## config.mk

```make
export PLATFORM = sky130hd
export DESIGN_NAME = secded_top
export DESIGN_NICKNAME = d
export VERILOG_FILES = /design/src/verilog/secded_pkg.sv /design/src/verilog/secded_encoder.sv /design/src/verilog/secded_syndrome.sv /design/src/verilog/secded_corrector.sv /design/src/verilog/ecc_error_log.sv /design/src/verilog/secded_top.sv
export SDC_FILE = /design/constraint.sdc
export NUM_CORES = 1
export LEC_CHECK = 0
export ABC_AREA = 1
export BUFFER_PORTS_ARGS = -buffer_cell sky130_fd_sc_hd__buf_2
export CORE_ASPECT_RATIO = 0.8
export CORE_UTILIZATION = 50
export CTS_CLUSTER_DIAMETER = 200
export CTS_CLUSTER_SIZE = 24
export DETAILED_ROUTE_END_ITERATION = 6
export PLACE_DENSITY = 0.8
export SLEW_MARGIN = 10
export SYNTH_ARGS = -nofsm -noshare
export SYNTH_HDL_FRONTEND = slang
export SYNTH_SLANG_ARGS = --single-unit
```

## constraint.sdc

```tcl
create_clock -name clk -period 7.37 [get_ports clk]
set_input_delay 0.3685 -clock clk [delete_from_list [all_inputs] [get_ports clk]]
set_output_delay 0.3685 -clock clk [all_outputs]
set_load 0.01 [all_outputs]
```

## src/verilog/secded_pkg.sv

```systemverilog
package secded_pkg;

  // Code geometry for the (39,32) Hsiao code
  localparam int data_width      = 32;
  localparam int parity_width    = 7;
  localparam int codeword_width  = parity_width + data_width;

  // Width of each saturating error counter
  localparam int log_count_width = 16;

  // Check-matrix column of each data bit, index 0 first
  // All distinct weight-3 columns, so never equal to a one-hot check column
  localparam logic [parity_width-1:0] hsiao_columns [data_width] = '{
    7'h07, 7'h0b, 7'h13, 7'h23, 7'h43,
    7'h0d, 7'h15, 7'h25, 7'h45,
    7'h19, 7'h29, 7'h49,
    7'h31, 7'h51,
    7'h61,
    7'h0e, 7'h16, 7'h26, 7'h46,
    7'h1a, 7'h2a, 7'h4a,
    7'h32, 7'h52,
    7'h62,
    7'h1c, 7'h2c, 7'h4c,
    7'h34, 7'h54,
    7'h64,
    7'h38
  };

  // Decode outcome
  typedef enum logic [1:0] {
    ecc_ok  = 2'd0,
    ecc_ce  = 2'd1,
    ecc_due = 2'd2
  } ecc_status_e;

  // Check bits sit above the data bits
  typedef struct packed {
    logic [parity_width-1:0] parity;
    logic [data_width-1:0]   data;
  } codeword_t;

  // Received word plus its syndrome, between the two decode stages
  typedef struct packed {
    codeword_t               codeword;
    logic [parity_width-1:0] syndrome;
  } syndrome_word_t;

  // Decoder output, also consumed by the error log
  typedef struct packed {
    logic [data_width-1:0]   data;
    ecc_status_e             status;
    logic [parity_width-1:0] syndrome;
  } dec_result_t;

  // Check bit j is the parity of the data bits whose column has bit j set
  function automatic logic [parity_width-1:0] calc_parity(
    input logic [data_width-1:0] d
  );
    logic [parity_width-1:0] p;
    logic [data_width-1:0]   row;
    p = '0;
    for (int j = 0; j < parity_width; j++) begin
      // Row j of the check matrix, gathered across columns
      for (int i = 0; i < data_width; i++) begin
        row[i] = hsiao_columns[i][j];
      end
      p[j] = ^(d & row);
    end
    return p;
  endfunction

endpackage

```

## src/verilog/secded_encoder.sv

```systemverilog
`timescale 1ns/1ps

module secded_encoder (
  input  logic                            clk,
  input  logic                            rst_n,
  input  logic                            data_valid,
  input  logic [secded_pkg::data_width-1:0] data,
  output logic                            enc_valid,
  output secded_pkg::codeword_t           enc_codeword
);

  import secded_pkg::*;

  // Check bits for the incoming word
  logic [parity_width-1:0] check_bits;

  // Codeword before the output register
  codeword_t               next_codeword;

  // XOR reduction per check bit over the column table
  always_comb begin
    check_bits = calc_parity(data);
  end

  // Parity field above data field
  always_comb begin
    next_codeword.parity = check_bits;
    next_codeword.data   = data;
  end

  // Strobe follows data_valid by one cycle
  always_ff @(posedge clk) begin
    if (!rst_n) begin
      enc_valid <= 1'b0;
    end else begin
      enc_valid <= data_valid;
    end
  end

  // Codeword register
  // Holds its value between strobes
  always_ff @(posedge clk) begin
    if (data_valid) begin
      enc_codeword <= next_codeword;
    end
  end

endmodule

```

## src/verilog/secded_syndrome.sv

```systemverilog
`timescale 1ns/1ps

module secded_syndrome (
  input  logic                       clk,
  input  logic                       rst_n,
  input  logic                       rcv_valid,
  input  secded_pkg::codeword_t      rcv_codeword,
  output logic                       syn_valid,
  output secded_pkg::syndrome_word_t syn_word
);

  import secded_pkg::*;

  // Check bits rebuilt from the received data field
  logic [parity_width-1:0] recomputed;

  // Nonzero when the word was disturbed
  logic [parity_width-1:0] syndrome;

  // Next value of the stage register
  syndrome_word_t          next_word;

  // Reduction tree, the long path of the decoder
  always_comb begin
    recomputed = calc_parity(rcv_codeword.data);
    syndrome   = recomputed ^ rcv_codeword.parity;
  end

  // Keep the received word next to its syndrome
  always_comb begin
    next_word.codeword = rcv_codeword;
    next_word.syndrome = syndrome;
  end

  // One cycle through this stage
  always_ff @(posedge clk) begin
    if (!rst_n) begin
      syn_valid <= 1'b0;
    end else begin
      syn_valid <= rcv_valid;
    end
  end

  // Payload register, loads only on a valid word
  always_ff @(posedge clk) begin
    if (rcv_valid) begin
      syn_word <= next_word;
    end
  end

endmodule

```

## src/verilog/secded_corrector.sv

```systemverilog
`timescale 1ns/1ps

module secded_corrector (
  input  logic                       clk,
  input  logic                       rst_n,
  input  logic                       syn_valid,
  input  secded_pkg::syndrome_word_t syn_word,
  output logic                       dec_valid,
  output secded_pkg::dec_result_t    dec_result
);

  import secded_pkg::*;

  // Syndrome of the word in this stage
  logic [parity_width-1:0] syndrome;

  // One bit per data position, set where the column equals the syndrome
  logic [data_width-1:0]   flip_mask;

  // Syndrome properties
  logic                    any_match;
  logic                    is_zero;
  logic                    is_onehot;
  logic                    odd_weight;

  // Classified result before the output register
  ecc_status_e             status;
  dec_result_t             next_result;

  assign syndrome = syn_word.syndrome;

  // Compare against every data column
  always_comb begin
    for (int i = 0; i < data_width; i++) begin
      flip_mask[i] = (syndrome == hsiao_columns[i]);
    end
  end

  always_comb begin
    any_match  = |flip_mask;
    is_zero    = (syndrome == '0);
    is_onehot  = $onehot(syndrome);
    odd_weight = ^syndrome;
  end

  // Even nonzero weight means two flips
  // Odd weight with no column match is three or more
  always_comb begin
    if (is_zero) begin
      status = ecc_ok;
    end else if (odd_weight && (any_match || is_onehot)) begin
      status = ecc_ce;
    end else begin
      status = ecc_due;
    end
  end

  // Only a data column match flips a bit
  // Check-bit errors and uncorrectable words pass the data unchanged
  always_comb begin
    next_result.data     = syn_word.codeword.data ^
                           ((status == ecc_ce) ? flip_mask : '0);
    next_result.status   = status;
    next_result.syndrome = syndrome;
  end

  always_ff @(posedge clk) begin
    if (!rst_n) begin
      dec_valid <= 1'b0;
    end else begin
      dec_valid <= syn_valid;
    end
  end

  // Result register
  always_ff @(posedge clk) begin
    if (syn_valid) begin
      dec_result <= next_result;
    end
  end

endmodule

```

## src/verilog/ecc_error_log.sv

```systemverilog
`timescale 1ns/1ps

module ecc_error_log (
  input  logic                                  clk,
  input  logic                                  rst_n,
  input  logic                                  log_clear,
  input  logic                                  dec_valid,
  input  secded_pkg::dec_result_t               dec_result,
  output logic [secded_pkg::log_count_width-1:0] ce_count,
  output logic [secded_pkg::log_count_width-1:0] due_count,
  output logic                                  first_err_valid,
  output logic [secded_pkg::parity_width-1:0]   first_err_syndrome
);

  import secded_pkg::*;

  // Event qualifiers for this cycle
  logic ce_event;
  logic due_event;

  assign ce_event  = dec_valid && (dec_result.status == ecc_ce);
  assign due_event = dec_valid && (dec_result.status == ecc_due);

  // Counters stop at all ones
  always_ff @(posedge clk) begin
    if (!rst_n || log_clear) begin
      ce_count  <= '0;
      due_count <= '0;
    end else begin
      if (ce_event && (ce_count != '1)) begin
        ce_count <= ce_count + 1'b1;
      end
      if (due_event && (due_count != '1)) begin
        due_count <= due_count + 1'b1;
      end
    end
  end

  // First error capture
  // Sticky until the next clear, later errors are ignored
  always_ff @(posedge clk) begin
    if (!rst_n || log_clear) begin
      first_err_valid    <= 1'b0;
      first_err_syndrome <= '0;
    end else if ((ce_event || due_event) && !first_err_valid) begin
      first_err_valid    <= 1'b1;
      first_err_syndrome <= dec_result.syndrome;
    end
  end

endmodule

```

## src/verilog/secded_top.sv

```systemverilog
`timescale 1ns/1ps

module secded_top (
  input  logic                                  clk,
  input  logic                                  rst_n,
  // Encode path
  input  logic                                  data_valid,
  input  logic [secded_pkg::data_width-1:0]     data,
  output logic                                  enc_valid,
  output secded_pkg::codeword_t                 enc_codeword,
  // Decode path
  input  logic                                  rcv_valid,
  input  secded_pkg::codeword_t                 rcv_codeword,
  output logic                                  dec_valid,
  output secded_pkg::dec_result_t               dec_result,
  // Error log
  input  logic                                  log_clear,
  output logic [secded_pkg::log_count_width-1:0] ce_count,
  output logic [secded_pkg::log_count_width-1:0] due_count,
  output logic                                  first_err_valid,
  output logic [secded_pkg::parity_width-1:0]   first_err_syndrome
);

  import secded_pkg::*;

  // Between syndrome and correction stages
  logic           syn_valid;
  syndrome_word_t syn_word;

  secded_encoder i_encoder (
    .clk,
    .rst_n,
    .data_valid,
    .data,
    .enc_valid,
    .enc_codeword
  );

  // Two-cycle decoder
  secded_syndrome i_syndrome (
    .clk,
    .rst_n,
    .rcv_valid,
    .rcv_codeword,
    .syn_valid,
    .syn_word
  );

  secded_corrector i_corrector (
    .clk,
    .rst_n,
    .syn_valid,
    .syn_word,
    .dec_valid,
    .dec_result
  );

  // Watches the decoder output
  ecc_error_log i_error_log (
    .clk,
    .rst_n,
    .log_clear,
    .dec_valid,
    .dec_result,
    .ce_count,
    .due_count,
    .first_err_valid,
    .first_err_syndrome
  );

endmodule

```

* Yosys cells after proc, flatten, opt, wreduce, memory -nomap -nowiden
Index checks and enable logic that the tools add are counted.
** Cells by class
- Bitwise operators :: 2
- Equality and inequality tests :: 38
- Add/subtract/negate cells :: 8
- Reduce and logical (&&, ||, !) cells :: 28
- Muxes and demuxes :: 3
** Operators by type and width (number)
- $reduce_xor A32 Y1 :: 14
- $eq A7 B7 Y1 const B :: 12
- $eq A7 B6 Y1 const B :: 10
- $eq A7 B5 Y1 const B :: 6
- $add A16 B1 Y16 const B :: 2
- $mux W32 :: 1
- $ne A16 B16 Y1 const B :: 2
- $reduce_or A32 Y1 :: 1
- $xor A32 B32 Y32 :: 1
- $eq A7 B4 Y1 const B :: 3
- $eq A7 B3 Y1 const B :: 1
- $logic_not A7 Y1 :: 1
- $reduce_xor A7 Y1 :: 1
- $xor A7 B7 Y7 :: 1
- $add A1 B1 Y2 :: 3
- $add A3 B3 Y3 :: 2
- $logic_and A1 B1 Y1 :: 6
- $eq A2 B1 Y1 const B :: 2
- $mux W2 :: 2
- $add A3 B1 Y3 :: 1
- $eq A3 B1 Y1 const B :: 1
- $logic_or A1 B1 Y1 :: 3
- $eq A2 B2 Y1 const B :: 1
- $logic_not A1 Y1 :: 2
** Storage, ports and cells
- Logic and storage cells :: 93
- Flip-flop bits (word level) :: 162
- Output and inout port bits :: 122

* Depth between registers and ports, before layout
Gate-level depths: netlist (run 1).
- Depth in word-level cells :: 11
- Mapped depth :: 17
- Mapped depth without buffers :: 16

* By module
A second synthesis (run 1) with hierarchy kept.
** Second synthesis, totals
- Cells, all modules :: 1408
- Area total of the unflattened synthesis :: 10363.7 µm²
** Modules (own cells, without submodules)
- secded_corrector :: instances 1, area each 2979.1 µm², cells each 408
- secded_syndrome :: instances 1, area each 2731.4 µm², cells each 330
- secded_encoder :: instances 1, area each 2493.6 µm², cells each 326
- ecc_error_log :: instances 1, area each 2159.6 µm², cells each 344

* Worst setup path before layout (run 1)
OpenSTA, ideal clock, no wires.
- Kind :: register -> register
- From :: register, netlist name i_syndrome.syn_word[0]
- To :: register, netlist name i_corrector.dec_result[14]
- Arrival time :: 2.733 ns
- Clock period less this slack :: 2.985 ns
- Library setup time :: 0.252 ns
- Cell stages (with the launch flop) :: 18
- Slack :: 4.385 ns
- Cells stage by stage :: edfxtp_1 -> inv_1 -> ha_1 -> inv_1 -> fa_1 -> inv_1 -> ha_1 -> fa_1 -> nor2_1 -> nand2_1 -> nand3_1 -> nor2_1 -> nand3_2 -> nand3_4 -> buf_6 -> nor2_1 -> nand2_1 -> nand2_1

==> flow_summary.toml, run 1 <==
[yosys]
ys_types = 35
synthCells = 995
ys_top_cells_by_area = "edfxtp_1, nand2_1, xnor2_1"
yosysWarnings = 0
synth_area_mm2 = 0.008861
async_flop_share_pct = 0
seq_area_frac_synth_pct = 50.04
synthFlopType = "edfxtp_1"
yosysTopAreaCellShare_pct = 40.33
synth_edf_count = 119
synth_nets = 1091
synth-seq-cells = 162
yosys.area.top_type = "edfxtp_1"
avgSynthCellArea_um2 = 8.906

[place]
place_area_mm2 = 0.01006
place_hpwl_mm = 16.12
gp_congestion = 0.9322
io_buffer_count = 197

[worst_setup_path]
r2r_start = "i_syndrome.syn_word[0]"
crit_arrival_ns = 4.14
criticalPathCategory = "flop to flop"
reg2regPathDepth = 16
startpoint = "i_syndrome.syn_word[0]"
endpoint_kind = "flop"
worstPathRequired_ns = 7.55
critPathMaxFanout = 34
start_kind = "flop"

[finish]
n_antenna_cell = 0
fin_area_mm2 = 0.01060
synthToLayoutAreaGrowth_pct = 19.67
multi_input_area_mm2 = 0.003782
fillers = 1526
fin_nets = 1294
final_core_util_pct = 61.21
drive_gt1_share_pct = 19.98
regArea_mm2 = 0.004436

[worst_hold_path]
min-delay-start = "data[15]"
hold_path.class = "input pin to flop"
min_path_cells = 1

[cts]
cts.repair.resized = 0
clk_latency_ns = 0.43
clk_pin_slew_ns = 0.07
hold_buffers = 0
clock-sinks = 162
htree_levels = 4
cts_tree = "yes"
cts_setup_buffers = 0
clockRootBuffer = "clkbuf_16"
cts_buffers = 17
clockBufferDepth = 2

[floorplanning]
start_util_pct = 51.15
design.die.area_mm2 = 0.01826
io_pins = 198
coreArea_mm2 = 0.01732
die_w_um = 150.8
die_h_um = 121.1
rows = 43

[power]
peakVddDrop_v = 0.0002876
pwr-share-comb_pct = 35.1
p_leak_uw = 0.004767
power.density_mw_per_mm2 = 286.7
seqPwrFrac_pct = 38.0
clockPowerShare_pct = 27.0
p_switching_uw = 1176
switching_share_pct = 38.70
p_int_uw = 1863

[global_route]
grt_max_degree = 43
grt_pass1_vias = 6549
grt_first_pass_wirelength_mm = 33.10
antenna_found_initial = 1
grt_overflow = 0
track_usage_pct = 23.71

[drt]
drt_iter0_markers = 501
drc = 0
wl_mm = 21.08
wire_per_inst_um = 14.68
ant_nets = 0
via_per_inst = 5.041
dr.pass1.iters = 7
vias = 7239

[sta]
fin_tns_setup_ns = 0
slew_headroom_pct = 31.78
layout_min_cycle_time_ns = 3.960
slew_violations = 0
final-hold-violation-count = 0
period_share_pct = 53.73
worstMarginPinSlew_ns = 1.023
fmax_mhz = 252.5
rsz0062_at_grt = "no"
fin_skew_ns = 0.009713
finalSetupViolCount = 0

[run_status]
status = "finished clean"

[job]
drv_cap = 0
[synthesized netlist by cell type, drive strengths merged (8+ instances only)]
library cell,instances
nand2,248
inv,147
edfxtp,119
nor2,110
xnor2,102
xor2,50
dfxtp,43
nand4,39
nand3,27
o21ai,23
a21oi,22
ha,17
nor3,10
buf,8
clkbuf,8
[metrics by stage]
step / power [uW] / worst slack, ns / hold slack, ns / instances
after floorplan: 1983 / 4.385 / 0.4277 / 995
after global placement: 2213 / 3.480 / 0.4626 / 1404
after detailed placement: 2232 / 3.393 / 0.4742 / 1404
after CTS: 3055 / 3.368 / 0.1377 / 1436
after global routing: 3225 / 2.999 / 0.1336 / 1436
final: 3040 / 3.410 / 0.1528 / 1436
[area by class of cell]
type | count | share of cell area (%)
Sequential cell | 162 | 41.83
Clock buffer | 19 | 4.177
Clock inverter | 13 | 0.9322
Inverter | 147 | 5.227
Timing Repair Buffer | 200 | 9.510
Tap cell | 225 | 2.655
Multi-Input combinational cell | 670 | 35.67
[routing by layer]
metal,GRT usage [%],up-vias,wire [um]
li1,-,3581,-
met1,34.22,3369,9567
met2,35.81,270,9559
met3,4.962,19,1655
met4,6.688,0,302
met5,0,-,0
[state kept, by name (all words and copies together), names as in the netlist]
| name | cells |
|---|---|
| i_corrector.dec_valid | 1 |
| i_syndrome.syn_valid | 1 |
| i_error_log.ce_count | 16 |
| i_error_log.first_err_valid | 1 |
| i_syndrome.syn_word | 39 |
| i_error_log.due_count | 16 |
| i_encoder.enc_valid | 1 |
| i_corrector.dec_result | 41 |
| i_error_log.first_err_syndrome | 7 |
| i_encoder.enc_codeword | 39 |
[cells by family after synthesis]
logic type	synth area share (%)
fa+ha+maj	3.078
xor+xnor	15.36
buf+inv	7.272
simple gates	21.18
compound gates	3.064
flops	50.04
[power by group through the flow]
stage               sequential [uW]  clock [uW]  combinational (uW)
floorplan                      1180           0                 803
global placement               1170           0                1040
detailed placement             1170           0                1060
CTS                            1150         835                1070
global route                   1160         875                1190
finish                         1150         820                1070
[final timing paths]
check	to	slack, ns
max	i_corrector.dec_result[34]	3.41
min	i_encoder.enc_codeword[15]	0.15
max reg2reg	i_corrector.dec_result[34]	3.41
min reg2reg	i_error_log.due_count[4]	0.48
[placed cells by master (no fill, tap or decap), types with 23 or more instances in the layout]
cell type / synthesis / routed
nand2_1: 246 / 246
buf_2: 3 / 197
inv_1: 143 / 144
edfxtp_1: 119 / 119
nor2_1: 110 / 110
xnor2_1: 101 / 101
xor2_1: 50 / 50
dfxtp_1: 43 / 42
nand4_1: 39 / 39
nand3_1: 25 / 25
o21ai_0: 23 / 23
[worst max-delay path, cell delays in order (launching register included)]
cell,delay [ns]
edfxtp_1,0.39
inv_1,0.08
ha_1,0.31
inv_1,0.06
fa_1,0.51
inv_1,0.04
ha_1,0.18
fa_1,0.48
nor2_1,0.05
nand2_1,0.06
nand3_1,0.07
nor2_1,0.15
nand3_2,0.55
nand3_4,0.56
nor2_1,0.09
nand2_1,0.08
nand2_1,0.04
No activity file was read; power rests on OpenSTA's default activity.
==> run 2: changes to the inputs <==
--- a/config.mk
+++ b/config.mk
@@ -5,14 +5,14 @@
 export SDC_FILE = /design/constraint.sdc
 export NUM_CORES = 1
 export LEC_CHECK = 0
-export ABC_AREA = 1
+export ABC_AREA = 0
 export BUFFER_PORTS_ARGS = -buffer_cell sky130_fd_sc_hd__buf_2
 export CORE_ASPECT_RATIO = 0.8
-export CORE_UTILIZATION = 50
+export CORE_UTILIZATION = 48
 export CTS_CLUSTER_DIAMETER = 200
 export CTS_CLUSTER_SIZE = 24
 export DETAILED_ROUTE_END_ITERATION = 6
-export PLACE_DENSITY = 0.8
+export PLACE_DENSITY = 0.81
 export SLEW_MARGIN = 10
 export SYNTH_ARGS = -nofsm -noshare
 export SYNTH_HDL_FRONTEND = slang
==> constraint.sdc (replaced) <==
create_clock -name clk -period 3.2 [get_ports clk]
set_input_delay 0.16 -clock clk [delete_from_list [all_inputs] [get_ports clk]]
set_output_delay 0.16 -clock clk [all_outputs]
set_load 0.01 [all_outputs]
==> flow_summary.toml, run 2 <==
[worst_setup_path]
crit_arrival_ns = 3.23
endpoint_kind = "flop"
start_kind = "flop"
criticalPathCategory = "flop to flop"
critPathMaxFanout = 4
cpMostUsedCell = "inv_1"
path_buf_inv = 3
slowest_delay_ns = 0.52
crit_family = "adder cells"
startpoint = "i_syndrome.syn_word[1]"
r2r_start = "i_syndrome.syn_word[1]"
cp_slowest_cell = "fa_2"
worstPathRequired_ns = 3.36
path_cells = "inv_1, ha_4, inv_1, fa_1, inv_1, ha_1, fa_2, nor3b_1, a2111oi_1, a31oi_1, nor2b_1"

[drt]
drt_iter0_markers = 394
wl_mm = 19.89
ant_nets = 0
dr.pass1.iters = 5
via_per_inst = 5.201
wire_per_inst_um = 17.71
vias = 5841
drc = 0

[global_route]
track_usage_pct = 23.70
grt_first_pass_wirelength_mm = 30.48
antenna_found_initial = 1
grt_pass1_vias = 5644
grt_max_degree = 43
grt_overflow = 0

[finish]
synthToLayoutAreaGrowth_pct = 31.00
fillers = 1199
n_antenna_cell = 0
fin_nets = 991
largest_register = "i_corrector.dec_result"
final_cell_mix = "buf_2, xnor2_1, edfxtp_1"
final_core_util_pct = 65.05
largest_reg_flops = 41
biggestRegsByFlops = "i_corrector.dec_result: 41 flops, i_encoder.enc_codeword: 39 flops, i_syndrome.syn_word: 39 flops"
drive_gt1_share_pct = 27.31
final_common_cell = "buf_2"

[yosys]
yosys.area_share.adder_pct = 3.443
yosysTopAreaCellShare_pct = 45.10
synth_commonest_cells = "xnor2_1, edfxtp_1, nor2_1"
synth_edf_count = 119
yosys.area.top_type = "edfxtp_1"
seq_area_frac_synth_pct = 55.97
synth-seq-cells = 162
ys_types = 51
yosys.cell_count.top_type = "xnor2_1"
yosysWarnings = 0
synth_top_family_by_area = "XOR/XNOR gates"
synthCells = 634
synth-xor-area-share_pct = 21.67
synth_area_mm2 = 0.007923
ys_top_cells_by_area = "edfxtp_1, xnor2_1, dfxtp_1"
async_flop_share_pct = 0
synth-simple-area-share_pct = 10.77
synthFlopType = "edfxtp_1"
synth_compound_area_share_pct = 4.659
avgSynthCellArea_um2 = 12.50
synthMuxAreaShare_pct = 1.516
synth_nets = 730

[sta]
final-hold-violation-count = 0
fin_skew_ns = 0.009456
fmax_mhz = 326.4
finalSetupViolCount = 0
fin_ws_ns = 0.1366
fin_tns_setup_ns = 0
period_share_pct = 95.73
rsz0062_at_grt = "no"
layout_min_cycle_time_ns = 3.063
slew_violations = 0
worstMarginPinSlew_ns = 1.025
slew_headroom_pct = 31.65

[floorplanning]
die_w_um = 145.6
start_util_pct = 49.66
rows = 41
die_h_um = 116.9
io_pins = 198
design.die.area_mm2 = 0.01703
coreArea_mm2 = 0.01595

[run_status]
status = "finished clean"

[place]
place_hpwl_mm = 13.30
io_buffer_count = 197
pre_cts_ws_ns = 0.08891
gp_congestion = 0.8839

[worst_hold_path]
hold_path.class = "input pin to flop"
min-delay-start = "rst_n"

[power]
peakVddDrop_v = 0.0004194
power.density_mw_per_mm2 = 667.5
p_leak_uw = 0.003942

[cts]
cts_buffers = 17
clockRootBuffer = "clkbuf_16"
htree_levels = 4
clk_pin_slew_ns = 0.06
clock-sinks = 162
clk_latency_ns = 0.42
clockBufferDepth = 2
cts_tree = "yes"

[job]
drv_cap = 0
==> run 2: changes by cell type after synthesis, sizes merged, moves of 10 or more <==
cell	previous run	this run
nand4	39	14
nand3	27	39
mux2i	0	12
nand2	248	19
xor2	50	28
nor2	110	48
o21ai	23	5
a21oi	22	7
clkbuf	8	18
inv	147	14
xnor2	102	168
==> run 2: final cells by class <==
type / instances / area [um2] / share of cell area, %
inverters: 14 / 52.55 / 0.5063
multi-input cells: 435 / 3361 / 32.38
clock inverters: 12 / 157.7 / 1.519
repair buffers: 265 / 1657 / 15.96
well taps: 215 / 269.0 / 2.592
flip-flops and latches: 162 / 4436 / 42.74
clock buffers: 20 / 446.7 / 4.304
==> run 2: worst paths after layout <==
| kind | slack [ns] | cells after the start | endpoint |
|---|---|---|---|
| min | 0.06 | 2 | i_encoder.enc_valid |
| max reg2reg | 0.14 | 11 | i_corrector.dec_result[7] |
| min reg2reg | 0.49 | 0 | i_corrector.dec_result[3] |
| max | 0.14 | 11 | i_corrector.dec_result[7] |
==> run 2: logic make-up (layout without fill, tap and decap cells) <==
kind of cell | Yosys count | after routing
AOI/OAI and AO/OA | 44 | 44
DFF | 162 | 162
buffers and inverters | 37 | 311
xor gates and xnor gates | 196 | 196
and+or+nand+nor | 163 | 163
muxes | 12 | 12
adders and majority gates | 20 | 20
==> run 2: stage by stage <==
stage               hold slack (ns)  instances  power [uW]  area [um2]
floorplan                    0.2589        634        4079        7923
global placement             0.3901       1025        4624        9090
detailed placement           0.3919       1025        4684        9090
CTS                        0.002048       1120        6829       10320
global route                0.06061       1123        7265       10380
finish                      0.05960       1123        6928       10380
==> run 2: layer usage <==
metal	share of wire, %	track usage (%)	vias up	wire (um)
met5	0	0	-	0
met4	1.4	6.596	0	271
met3	7.7	5.581	20	1539
met2	47	38.24	307	9312
met1	44	32.33	2769	8763
li1	-	-	2745	-
==> run 2: report_power, final <==
part,switching (uW),internal (uW)
Combinational,1230,917
Clock,836,1250
Sequential,134,2560
==> run 2: timing repair <==
action / CTS / global route
hold buffers: 63 / 1
setup endpoints to repair: 0 / 1
endpoints found under the hold margin: 63 / 1
setup buffers: 0 / 2
gates resized for setup: 0 / 6
